### src/rtl/board_params.svh
`ifndef BOARD_PARAMS_SVH
`define BOARD_PARAMS_SVH

// ------------------------------
// Clock rates
// ------------------------------

`define BOARD_CLK_MHZ      50    // System clock
`define BOARD_VGA_MHZ      25    // Pixel clock of the VGA DAC

// ------------------------------
// Board resources
// ------------------------------

`define BOARD_W_KEY        4
`define BOARD_W_SW         18    // Top switch is the reset
`define BOARD_W_LED        18    // Upper 8 LEDs act as decimal points
`define BOARD_W_DIGIT      8

// ------------------------------
// Dividers, in system clocks
// ------------------------------

`define BOARD_SCAN_DIV     16    // Dwell time of one digit
`define BOARD_SLOW_DIV     1000  // Period of the slow tick
`define BOARD_MIC_SCK_DIV  4     // Half period of mic SCK
`define BOARD_BCLK_DIV     4     // Half period of DAC BCLK

`endif

### src/rtl/board_pkg.sv
`default_nettype none

`include "board_params.svh"

package board_pkg;

    // ------------------------------
    // Display types
    // ------------------------------

    // Segments a..h, a in the MSB, h is the decimal point
    typedef logic [7:0] seg_t;

    // One bit per digit, one-hot while scanning
    typedef logic [`BOARD_W_DIGIT - 1:0] digit_sel_t;

    typedef struct packed
    {
        seg_t       seg;    // Pattern of the selected digit
        digit_sel_t digit;  // Which digit it belongs to
    } scan_t;

    // ------------------------------
    // Board pins
    // ------------------------------

    typedef logic [6:0] hex7_t;  // Active low, bit 0 is segment a

endpackage

`default_nettype wire

### src/rtl/audio_pkg.sv
`default_nettype none

package audio_pkg;

    // ------------------------------
    // Sample words
    // ------------------------------

    typedef logic signed [23:0] mic_sample_t;  // Full microphone word
    typedef logic signed [15:0] pcm_t;         // DAC word

    // ------------------------------
    // I2S pin groups
    // ------------------------------

    typedef struct packed
    {
        logic sck;    // Bit clock to the mic
        logic ws;     // Low selects the left channel
    } mic_i2s_out_t;

    typedef struct packed
    {
        logic mclk;
        logic bclk;
        logic lrclk;  // Low during the left half
        logic sdata;
    } dac_i2s_t;

endpackage

`default_nettype wire

### src/rtl/i2s_mic_receiver.sv
`timescale 1ns/10ps
`default_nettype none

`include "board_params.svh"

module i2s_mic_receiver
(
    input  logic                      clk,
    input  logic                      rst,
    input  logic                      sd,
    output audio_pkg::mic_i2s_out_t   pins,
    output audio_pkg::mic_sample_t    value,
    output logic                      value_valid
);

    import audio_pkg::*;

    localparam int DIV   = `BOARD_MIC_SCK_DIV;
    localparam int W_DIV = $clog2(DIV + 1);

    logic [W_DIV - 1:0] div_cnt;
    logic               div_end;
    logic               sck;
    logic               sck_rise;
    logic               sck_fall;
    logic [5:0]         bit_cnt;   // SCK period inside the frame
    logic               capture;
    logic               commit;    // Last left bit was just taken
    mic_sample_t        shreg;

    // ------------------------------
    // SCK and WS frame
    // ------------------------------

    assign div_end  = (div_cnt == W_DIV'(DIV - 1));
    assign sck_rise = div_end & ~sck;
    assign sck_fall = div_end &  sck;

    // Bits 1..24 after the WS fall carry the left word
    assign capture  = (bit_cnt != 6'd0) && (bit_cnt <= 6'd24);

    always_ff @(posedge clk or posedge rst)
    begin
        if (rst)
        begin
            div_cnt     <= '0;
            sck         <= 1'b0;
            bit_cnt     <= 6'd63;          // First fall of SCK starts a frame
            commit      <= 1'b0;
            value_valid <= 1'b0;
        end
        else
        begin
            div_cnt <= div_end ? '0 : div_cnt + 1'b1;

            if (div_end)
                sck <= ~sck;

            if (sck_fall)
                bit_cnt <= bit_cnt + 6'd1;   // WS follows bit 5

            commit      <= sck_rise && (bit_cnt == 6'd24);
            value_valid <= commit;
        end
    end

    // ------------------------------
    // Data capture
    // ------------------------------

    always_ff @(posedge clk)
    begin
        if (sck_rise && capture)
            shreg <= {shreg[22:0], sd};    // MSB first

        if (commit)
            value <= shreg;
    end

    assign pins = '{sck: sck, ws: bit_cnt[5]};

endmodule

`default_nettype wire

### src/rtl/i2s_audio_out.sv
`timescale 1ns/10ps
`default_nettype none

`include "board_params.svh"

module i2s_audio_out
(
    input  logic                  clk,
    input  logic                  rst,
    input  audio_pkg::pcm_t       sample,
    output audio_pkg::dac_i2s_t   pins
);

    import audio_pkg::*;

    localparam int DIV   = `BOARD_BCLK_DIV;
    localparam int W_DIV = $clog2(DIV + 1);

    logic [W_DIV - 1:0] div_cnt;
    logic               div_end;
    logic               mclk;
    logic               bclk;
    logic               bclk_fall;
    logic [4:0]         slot;      // BCLK period inside the frame
    pcm_t               word;      // Word of the current frame
    pcm_t               shreg;
    logic               sdata;

    // ------------------------------
    // Clocks
    // ------------------------------

    assign div_end   = (div_cnt == W_DIV'(DIV - 1));
    assign bclk_fall = div_end & bclk;

    always_ff @(posedge clk or posedge rst)
    begin
        if (rst)
        begin
            div_cnt <= '0;
            mclk    <= 1'b0;
            bclk    <= 1'b0;
        end
        else
        begin
            mclk    <= ~mclk;              // Half the system clock
            div_cnt <= div_end ? '0 : div_cnt + 1'b1;

            if (div_end)
                bclk <= ~bclk;
        end
    end

    // ------------------------------
    // Serializer
    // ------------------------------

    // Loading at a half boundary puts the MSB one slot late, as I2S wants
    always_ff @(posedge clk or posedge rst)
    begin
        if (rst)
        begin
            slot  <= 5'd31;                // First BCLK fall opens the left half
            word  <= '0;
            shreg <= '0;
            sdata <= 1'b0;
        end
        else if (bclk_fall)
        begin
            slot  <= slot + 5'd1;
            sdata <= shreg[15];

            if (slot == 5'd31)
            begin
                word  <= sample;           // LRCLK falls here
                shreg <= sample;
            end
            else if (slot == 5'd15)
                shreg <= word;             // Same word on the right channel
            else
                shreg <= {shreg[14:0], 1'b0};
        end
    end

    assign pins = '{mclk: mclk, bclk: bclk, lrclk: slot[4], sdata: sdata};

endmodule

`default_nettype wire

### src/rtl/lab_top.sv
`timescale 1ns/10ps
`default_nettype none

`include "board_params.svh"

module lab_top
(
    input  logic                         clk,
    input  logic                         rst,
    input  logic                         slow_tick,
    input  logic [`BOARD_W_KEY - 1:0]    key,
    input  logic [`BOARD_W_SW  - 2:0]    sw,
    input  audio_pkg::mic_sample_t       mic,
    input  logic                         mic_valid,
    output logic [9:0]                   led,
    output board_pkg::scan_t             scan,
    output audio_pkg::pcm_t              sound
);

    import board_pkg::*;
    import audio_pkg::*;

    localparam int SCAN_DIV = `BOARD_SCAN_DIV;
    localparam int W_SCAN   = $clog2(SCAN_DIV + 1);

    mic_sample_t                       mic_q;
    logic [9:0]                        sample_cnt;
    logic                              blink;
    logic [W_SCAN - 1:0]               scan_cnt;
    digit_sel_t                        digit_ring;
    logic [4 * `BOARD_W_DIGIT - 1:0]   nibbles;
    logic [`BOARD_W_DIGIT - 1:0]       dp_bits;
    logic [3:0]                        nibble;
    logic                              dp;

    // Segments a..g for one hex digit
    function automatic logic [6:0] hex_seg(input logic [3:0] n);
        case (n)
            4'h0: return 7'b1111110;
            4'h1: return 7'b0110000;
            4'h2: return 7'b1101101;
            4'h3: return 7'b1111001;
            4'h4: return 7'b0110011;
            4'h5: return 7'b1011011;
            4'h6: return 7'b1011111;
            4'h7: return 7'b1110000;
            4'h8: return 7'b1111111;
            4'h9: return 7'b1111011;
            4'ha: return 7'b1110111;
            4'hb: return 7'b0011111;
            4'hc: return 7'b1001110;
            4'hd: return 7'b0111101;
            4'he: return 7'b1001111;
            default: return 7'b1000111;
        endcase
    endfunction

    always_ff @(posedge clk or posedge rst)
    begin
        if (rst)
        begin
            mic_q      <= '0;
            sample_cnt <= '0;
            blink      <= 1'b0;
            scan_cnt   <= '0;
            digit_ring <= digit_sel_t'(1);   // Digit 0 first
        end
        else
        begin
            if (mic_valid)
            begin
                mic_q      <= mic;
                sample_cnt <= sample_cnt + 10'd1;   // Wraps at 1024
            end

            if (slow_tick)
                blink <= ~blink;

            if (scan_cnt == W_SCAN'(SCAN_DIV - 1))
            begin
                scan_cnt   <= '0;
                digit_ring <= {digit_ring[`BOARD_W_DIGIT - 2:0],
                               digit_ring[`BOARD_W_DIGIT - 1]};
            end
            else
                scan_cnt <= scan_cnt + 1'b1;
        end
    end

    // ------------------------------
    // Digit content
    // ------------------------------

    assign nibbles = {sw[7:0], mic_q};          // Digit i shows nibble i
    assign dp_bits = {blink, 3'b000, key};

    always_comb
    begin
        nibble = 4'h0;
        dp     = 1'b0;
        for (int i = 0; i < `BOARD_W_DIGIT; i++)
            if (digit_ring[i])
            begin
                nibble = nibbles[4 * i +: 4];
                dp     = dp_bits[i];
            end
    end

    assign scan  = '{seg: {hex_seg(nibble), dp}, digit: digit_ring};
    assign led   = sample_cnt;
    assign sound = sw[16] ? pcm_t'(mic_q[23:8]) : '0;   // sw[16] unmutes

endmodule

`default_nettype wire

### src/rtl/board_top.sv
`timescale 1ns/10ps
`default_nettype none

`include "board_params.svh"

module board_top
(
    input  logic                          CLOCK_50,
    input  logic [`BOARD_W_KEY - 1:0]     KEY,        // Active low
    input  logic [`BOARD_W_SW  - 1:0]     SW,
    output logic [`BOARD_W_LED - 1:0]     LEDR,
    output board_pkg::hex7_t              HEX0,
    output board_pkg::hex7_t              HEX1,
    output board_pkg::hex7_t              HEX2,
    output board_pkg::hex7_t              HEX3,
    output board_pkg::hex7_t              HEX4,
    output board_pkg::hex7_t              HEX5,
    output board_pkg::hex7_t              HEX6,
    output board_pkg::hex7_t              HEX7,
    output logic                          VGA_CLK,
    output audio_pkg::mic_i2s_out_t       mic_pins,
    input  logic                          mic_sd,
    output audio_pkg::dac_i2s_t           dac_pins
);

    import board_pkg::*;
    import audio_pkg::*;

    localparam int W_LAB_LED = `BOARD_W_LED - `BOARD_W_DIGIT;
    localparam int SLOW_DIV  = `BOARD_SLOW_DIV;
    localparam int W_SLOW    = $clog2(SLOW_DIV + 1);
    localparam int VGA_DIV   = `BOARD_CLK_MHZ / `BOARD_VGA_MHZ;
    localparam int W_VGA     = $clog2(VGA_DIV + 1);

    logic                           clk;
    logic                           rst;
    logic [W_SLOW - 1:0]            slow_cnt;
    logic                           slow_tick;
    logic [W_VGA - 1:0]             vga_cnt;
    logic [W_LAB_LED - 1:0]         lab_led;
    scan_t                          scan;
    mic_sample_t                    mic;
    logic                           mic_valid;
    pcm_t                           sound;
    hex7_t                          hex_q [`BOARD_W_DIGIT];
    logic [`BOARD_W_DIGIT - 1:0]    dp_q;

    assign clk = CLOCK_50;
    assign rst = SW[`BOARD_W_SW - 1];                 // Top switch resets everything

    // Active-high a..g to the board's active-low bit order
    function automatic hex7_t seg_to_hex(input seg_t seg);
        hex7_t hex;
        for (int j = 0; j < 7; j++)
            hex[j] = ~seg[7 - j];
        return hex;
    endfunction

    // ------------------------------
    // Slow tick and VGA strobe
    // ------------------------------

    always_ff @(posedge clk or posedge rst)
    begin
        if (rst)
        begin
            slow_cnt  <= '0;
            slow_tick <= 1'b0;
            vga_cnt   <= '0;
            VGA_CLK   <= 1'b0;
        end
        else
        begin
            slow_tick <= (slow_cnt == W_SLOW'(SLOW_DIV - 1));
            slow_cnt  <= (slow_cnt == W_SLOW'(SLOW_DIV - 1)) ? '0 : slow_cnt + 1'b1;

            VGA_CLK   <= (vga_cnt == W_VGA'(VGA_DIV - 1));  // One-clock pulse
            vga_cnt   <= (vga_cnt == W_VGA'(VGA_DIV - 1)) ? '0 : vga_cnt + 1'b1;
        end
    end

    // ------------------------------
    // Sticky digit latches
    // ------------------------------

    always_ff @(posedge clk or posedge rst)
    begin
        if (rst)
        begin
            hex_q <= '{default: '1};                  // Blank
            dp_q  <= '0;
        end
        else
            for (int i = 0; i < `BOARD_W_DIGIT; i++)
                if (scan.digit[i])
                begin
                    hex_q[i] <= seg_to_hex(scan.seg);
                    dp_q[i]  <= scan.seg[0];
                end
    end

    assign {HEX7, HEX6, HEX5, HEX4} = {hex_q[7], hex_q[6], hex_q[5], hex_q[4]};
    assign {HEX3, HEX2, HEX1, HEX0} = {hex_q[3], hex_q[2], hex_q[1], hex_q[0]};

    assign LEDR = {dp_q, lab_led};                    // Decimal points on top

    // ------------------------------
    // Lab core and audio
    // ------------------------------

    lab_top lab_top_i
    (
        .clk        (clk),
        .rst        (rst),
        .slow_tick  (slow_tick),
        .key        (~KEY),
        .sw         (SW[`BOARD_W_SW - 2:0]),
        .mic        (mic),
        .mic_valid  (mic_valid),
        .led        (lab_led),
        .scan       (scan),
        .sound      (sound)
    );

    i2s_mic_receiver mic_rx_i
    (
        .clk         (clk),
        .rst         (rst),
        .sd          (mic_sd),
        .pins        (mic_pins),
        .value       (mic),
        .value_valid (mic_valid)
    );

    i2s_audio_out audio_out_i
    (
        .clk     (clk),
        .rst     (rst),
        .sample  (sound),
        .pins    (dac_pins)
    );

endmodule

`default_nettype wire

### config.mk
export PLATFORM = sky130hd
export DESIGN_NAME = board_top
export DESIGN_NICKNAME = d
export VERILOG_FILES = /design/src/rtl/board_pkg.sv /design/src/rtl/audio_pkg.sv /design/src/rtl/i2s_mic_receiver.sv /design/src/rtl/i2s_audio_out.sv /design/src/rtl/lab_top.sv /design/src/rtl/board_top.sv
export VERILOG_INCLUDE_DIRS = /design/src /design/src/rtl
export SDC_FILE = /design/constraint.sdc
export NUM_CORES = 1
export LEC_CHECK = 0
export ABC_AREA = 1
export BUFFER_PORTS_ARGS = -buffer_cell sky130_fd_sc_hd__buf_2
export CELL_PAD_IN_SITES_DETAIL_PLACEMENT = 0
export CELL_PAD_IN_SITES_GLOBAL_PLACEMENT = 1
export CORE_MARGIN = 3
export CORE_UTILIZATION = 49
export CTS_CLUSTER_DIAMETER = 100
export DETAILED_ROUTE_END_ITERATION = 16
export PLACE_DENSITY = 0.89
export SYNTH_ARGS = -nofsm -noshare
export SYNTH_HDL_FRONTEND = slang
export SYNTH_SLANG_ARGS = --single-unit
### constraint.sdc
create_clock -name CLOCK_50 -period 14.6 [get_ports CLOCK_50]
set_input_delay 1.46 -clock CLOCK_50 [delete_from_list [all_inputs] [get_ports CLOCK_50]]
set_output_delay 1.46 -clock CLOCK_50 [all_outputs]
set_load 0.02 [all_outputs]
# Word level (Yosys, flattened, before mapping)
# Memories as Yosys holds them, arrays and structs flattened.
# Index checks and enable logic that the tools add are counted.
[totals]
regBits = 229
romBits = 112
input_bits = 24
word_cells = 100
n_memories = 1
[op_classes]
addsub = 8
order_cmp = 1
eq_ne = 8
mux = 23
n_bitwise = 15
n_reduce_logical = 5
[memory_table]
columns = ["name", "depth", "word_bits", "read_ports", "rd_clocked_by_memory_dff", "write_ports", "line", "rtl"]
rows = [
  ["(no name shown)", 16, 7, 1, 0, 0, "lab_top.sv:38", "case (n)"],
]
[ops]
columns = ["operator", "n"]
rows = [
  ["$mux 16", 3],
  ["$mux 4", 8],
  ["$add 10x1->10 const B", 2],
  ["$not 1->1", 11],
  ["$add 5x1->5 const B", 2],
  ["$eq 10x10->1 const B", 1],
  ["$eq 5x4->1 const B", 2],
  ["$mux 10", 1],
  ["$mux 1", 7],
  ["$add 3x1->3 const B", 2],
  ["$add 6x1->6 const B", 1],
  ["$eq 3x2->1 const B", 2],
  ["$eq 6x5->1 const B", 1],
  ["$le 6x5->1 const B", 1],
  ["$mux 3", 2],
  ["$reduce_bool 6->1", 1],
  ["$eq 5x5->1 const B", 1],
  ["$mux 5", 1],
  ["$not 4->4", 1],
  ["$and 1x1->1", 3],
  ["$logic_and 1x1->1", 3],
  ["$add 2x1->2 const B", 1],
  ["$eq 2x1->1 const B", 1],
  ["$mux 2", 1],
  ["$reduce_and 2->1", 1],
]

# Logic depth before layout (Yosys ltp)
# An unclocked memory read counts as a cell.
[depth]
ltp_word = 10
depth_mapped = 17
mapped_depth_nobuf = 16

# Hierarchy
# Synthesis repeated with hierarchy kept, for this count alone.
[unflattened]
cells_unflattened = 1004
hier_area_um2 = 9731.8
[by_module_without_submodules]
columns = ["module", "n_inst", "cells_per_inst", "area_per_inst_um2", "seq_area_each_um2"]
rows = [
  ["board_top", 1, 292, 2950.3, 2021.9],
  ["lab_top", 1, 357, 2636.3, 1202.4],
  ["i2s_audio_out", 1, 247, 2110.8, 1082.3],
  ["i2s_mic_receiver", 1, 108, 2034.5, 1749.2],
]

# Least setup slack after synthesis
# No wires, ideal clock.
[synth_timing]
kind = "register to register"
startpoint = "register mic_rx_i.bit_cnt[0]"
endpoint = "register mic_rx_i.shreg[0] (enable)"
setup_ns = 0.442
t_arrival_ns = 2.762
required_time_ns = 14.158
path_slack_ns = 11.396
path_stages_with_launch = 6
n_path_buf = 0
path_cell_list = "dfstp_2 -> inv_1 -> ha_1 -> nand2_1 -> nor3_1 -> a211oi_1"
[synth_between]
elab_chain_len = 3
word_cells_on_any_way = 4
classes_between = "order compare (1); reduce/logical (3)"
[synth_lines]
columns = ["element", "line", "rtl"]
rows = [
  ["start, declared", "i2s_mic_receiver.sv:26", "logic [5:0] bit_cnt;"],
  ["start signal, assigned", "i2s_mic_receiver.sv:60", "bit_cnt <= bit_cnt + 6'd1;"],
  ["$le 6x5->1 or $reduce_bool 6->1 (tied branches)", "i2s_mic_receiver.sv:40", "assign capture = (bit_cnt != 6'd0) && (bit_cnt <= 6'd24);"],
  ["$logic_and 1x1->1 (*)", "i2s_mic_receiver.sv:40", ""],
  ["$logic_and 1x1->1 (*)", "i2s_mic_receiver.sv:73", "if (sck_rise && capture)"],
  ["end signal, assigned", "i2s_mic_receiver.sv:74", "shreg <= {shreg[22:0], sd};"],
  ["end, declared", "i2s_mic_receiver.sv:29", "mic_sample_t shreg;"],
]
# Mark *: on every way between the ends. The rest lies on a longest branch, timed or not.
# A chain may end at the register's enable or synchronous reset.

# Worst setup path in the final report
[layout_timing]
startpoint = "register audio_out_i.div_cnt[0]"
endpoint = "register audio_out_i.shreg[7]"
[layout_between]
elab_chain_len = 2
[layout_lines]
columns = ["element", "line", "rtl"]
rows = [
  ["start, declared", "i2s_audio_out.sv:19", "logic [W_DIV - 1:0] div_cnt;"],
  ["start signal, assigned", "i2s_audio_out.sv:47", "div_cnt <= div_end ? '0 : div_cnt + 1'b1;"],
  ["$eq 3x2->1", "i2s_audio_out.sv:33", "assign div_end = (div_cnt == W_DIV'(DIV - 1));"],
  ["$and 1x1->1", "i2s_audio_out.sv:34", "assign bclk_fall = div_end & bclk;"],
  ["end signal, assigned", "i2s_audio_out.sv:76", "shreg <= sample;"],
  ["end signal, assigned", "i2s_audio_out.sv:79", "shreg <= word;"],
  ["end signal, assigned", "i2s_audio_out.sv:81", "shreg <= {shreg[14:0], 1'b0};"],
  ["end, declared", "i2s_audio_out.sv:26", "pcm_t shreg;"],
]
# Every way passes these cells.

==> results.cfg <==
[timing]
hold_viol_final = 0
setup_tns_ns = 0
maxSlewViolCount = 0
max_slew_margin_pct = 29.5
worstMarginPinSlew_ns = 1.06
finalCritPeriodShare_pct = 20.0
max_freq_ghz = 0.342
fin_ws_ns = 11.67
setup_violations = 0
fin_skew_ns = 0.00978
fin_crit_ns = 2.93
hold-worst-slack_ns = 0.415
rsz0062_at_grt = no

[floorplan]
initial_core_util_pct = 50.0
fp-row-count = 50
die_h_microns = 145
die_area_sq_um = 20900
io_pins = 105
core_area_sq_um = 18800
die-width_microns = 145

[clocking]
clk_latency_ns = 0.51
ctsRootBufferMaster = clkbuf_16
numCtsBuffers = 24
tritoncts = yes
clk_path_buf_depth = 3
clk_pin_slew_worst_paths_ns = 0.06
postCtsHoldBufs = 0
post_cts_buffers = 0
cts-resized-gates = 0
cts_sinks = 229
h-tree-depth = 1

[drt]
route.antenna.remaining_nets = 0
wl_mm = 19.7
first_pass_iters = 5
drt_iter0_drc = 474
drc = 0
wire_per_inst_microns = 15.3
viasPerCell = 5.04
vias = 6495

[critical_path]
cp_max_fo = 32
cpPeakStageDelay_ns = 0.67
critPathArrivalTime_ns = 3.28
endpoint_kind = flip-flop
cpMaxStageDelayCell = inv_1
worst_path_most_repeated_cell = nand2_1
r2r_cells = 9
criticalPathCategory = reg -> reg
cp-start-kind = flip-flop
worstPathCellList = ha_1 > nand2_1 > nor2_4 > inv_1 > nor2_2 > nand2_1 > clkinv_1 > nand2_1 > o311ai_0
crit_required_ns = 14.95

[logic_synthesis]
synth_seq_cells = 229
synthFlopType = dfrtp_1
ys_seq_area_share_pct = 64.3
syn-num-nets = 958
synth_cells = 918
syn-cell-area_sq_um = 9420
ys_warn_count = 0
synth-edff-count = 48
synth_cell_type_count = 41
avgSynthCellArea_sq_um = 10.3
async_flop_share_pct = 79.0

[placement]
gp_congestion = 0.792
pre_cts_slack_ns = 11.35
dpl.hpwl_mm = 12.7
io_buffers = 96

[power_and_ir_drop]
power_frac_comb_pct = 0.9
p_int_w = 0.00104
p_leak_nw = 4.95
netSwitchingPower_w = 0.000249
finalPower_w = 0.00129
netSwitchingFraction_pct = 19.4
pwr_density_cell_nw_per_um2 = 118
clock_power_share_pct = 48.4
peakVddDrop_mv = 0.0771
p_seq_share_pct = 50.6

[hold_path]
min_path_cells = 1
min-delay-path-class = reg -> reg

[global_routing]
grt_pass1_vias = 6205
grt_usage_pct = 18.6
gr-total-overflow = 0
grt_pass1_wl_mm = 31.5
grt_max_degree = 122
antenna_found_initial = 0

[finish]
layout-drive-gt1-share_pct = 23.1
synthToLayoutAreaGrowth_pct = 15.9
final_util_pct = 58.0
fillers = 1598
n_antenna_cell = 0
layout.nets = 1050

[flow_run]
maxCapViolCount = 0

[outcome]
status = finished clean
[state kept, by name, indices dropped and copies added (netlist names), 2 cells and up]
| signal | count |
|---|---|
| lab_top_i.mic_q | 24 |
| mic_rx_i.shreg | 24 |
| mic_rx_i.value | 24 |
| audio_out_i.shreg | 16 |
| audio_out_i.word | 16 |
| lab_top_i.led | 10 |
| slow_cnt | 10 |
| dp_q | 8 |
| lab_top_i.digit_ring | 8 |
| HEX0 | 7 |
| HEX1 | 7 |
| HEX2 | 7 |
| HEX3 | 7 |
| HEX4 | 7 |
| HEX5 | 7 |
| HEX6 | 7 |
| HEX7 | 7 |
| mic_rx_i.bit_cnt | 6 |
| audio_out_i.slot | 5 |
| lab_top_i.scan_cnt | 5 |
| audio_out_i.div_cnt | 3 |
| mic_rx_i.div_cnt | 3 |
| vga_cnt | 2 |
[path summary, 6_finish.rpt]
kind	to	slack (ns)	start
min reg2reg	audio_out_i.mclk	0.41	audio_out_i.mclk
max	audio_out_i.shreg[7]	11.67	audio_out_i.div_cnt[0]
min in group asynchronous	slow_cnt[9]	1.21	SW[17]
max reg2reg	audio_out_i.shreg[7]	11.67	audio_out_i.div_cnt[0]
max in group asynchronous	audio_out_i.bclk	12.02	SW[17]
min	audio_out_i.mclk	0.41	audio_out_i.mclk
[cells in the final DEF (no fill, tap or decap), types with 2 or more instances in the layout]
| cell | instances |
|---|---|
| bufinv_16 | 4 |
| nand2_2 | 5 |
| nor2_1 | 53 |
| edfxtp_1 | 48 |
| inv_2 | 3 |
| o221ai_1 | 8 |
| mux2_2 | 12 |
| dfstp_2 | 68 |
| a211oi_1 | 2 |
| nand3_2 | 4 |
| clkinv_2 | 4 |
| a21oi_2 | 3 |
| nor3_1 | 8 |
| clkinv_1 | 5 |
| a31oi_1 | 7 |
| or2_2 | 2 |
| o311ai_0 | 7 |
| ha_1 | 16 |
| nand3_1 | 47 |
| buf_2 | 96 |
| nand3b_1 | 3 |
| dfrtp_1 | 113 |
| o21ai_2 | 2 |
| o22ai_1 | 6 |
| clkbuf_1 | 7 |
| inv_1 | 80 |
| nand2_1 | 284 |
| mux2i_1 | 2 |
| buf_4 | 3 |
| a21oi_1 | 18 |
| o211ai_1 | 2 |
| o21ai_0 | 45 |
| xor2_1 | 17 |
| clkbuf_16 | 25 |
| nand4_1 | 4 |
| xnor2_1 | 5 |
[cell type report]
cell class | count | area [sq um] | share of cell area (%)
sequential | 229 | 6060 | 55.4
multi-input combinational | 570 | 2900 | 26.5
clock buffer | 32 | 652 | 5.97
timing repair buffer | 99 | 503 | 4.60
inverter | 86 | 328 | 3.00
tap | 260 | 325 | 2.98
clock inverter | 12 | 160 | 1.47
[power by group through the flow]
stage          registers, W  clock network, W   logic (W)
3_3_place_gp       0.000663                 0   0.0000131
6_report           0.000652          0.000623   0.0000122
3_5_place_dp       0.000663                 0   0.0000132
5_1_grt            0.000651          0.000663   0.0000144
2_1_floorplan      0.000663                 0  0.00000754
4_1_cts            0.000652          0.000638   0.0000131
[synth_stat cells (4+ instances only)]
cell type,instances,area (sq um)
o21ai_0,45,225
mux2_2,12,135
a31oi_1,7,43.8
ha_1,16,200
nand3_2,4,40.0
dfrtp_1,113,2830
nand2_1,284,1070
o311ai_0,7,61.3
xor2_1,17,149
nor2_1,53,199
inv_1,81,304
clkbuf_1,17,63.8
edfxtp_1,48,1440
buf_4,8,60.1
dfstp_2,68,1790
xnor2_1,5,43.8
nor3_1,8,40.0
o22ai_1,6,37.5
nand3_1,47,235
nand4_1,4,25.0
o221ai_1,8,70.1
nand2_2,5,31.3
buf_1,5,18.8
a21oi_1,18,90.1
[metrics by stage]
stage / area, sq um / instances
5_1_grt: 10900 / 1288
4_1_cts: 10900 / 1288
3_5_place_dp: 10100 / 1244
3_3_place_gp: 10100 / 1244
6_report: 10900 / 1288
2_1_floorplan: 9420 / 918
[cell families after synthesis]
logic type,after synthesis,synth area share (%)
AOI/OAI and AO/OA,103,6.69
xor gates and xnor gates,22,2.04
adders and majority gates,16,2.12
buffers and inverters,119,5.10
DFF,229,64.3
muxes,14,1.65
and+or+nand+nor,415,18.1
[metal layers]
layer / part of all wire (%) / wire length (microns) / GRT usage (%)
met4: 2.4 / 478 / 4.71
met1: 46 / 8960 / 27.4
met3: 3.6 / 708 / 2.69
met2: 48 / 9550 / 29.5
met5: 0 / 0 / 0
[critical path: cells and delay by family, from the launching register on]
| kind | cells | cell delay, ns |
|---|---|---|
| simple gates | 5 | 0.98 |
| compound gates | 1 | 0.16 |
| flops | 1 | 0.38 |
| buf+inv | 2 | 1.03 |
| fa+ha+maj | 1 | 0.21 |
Power figures use the tool's default switching activity.
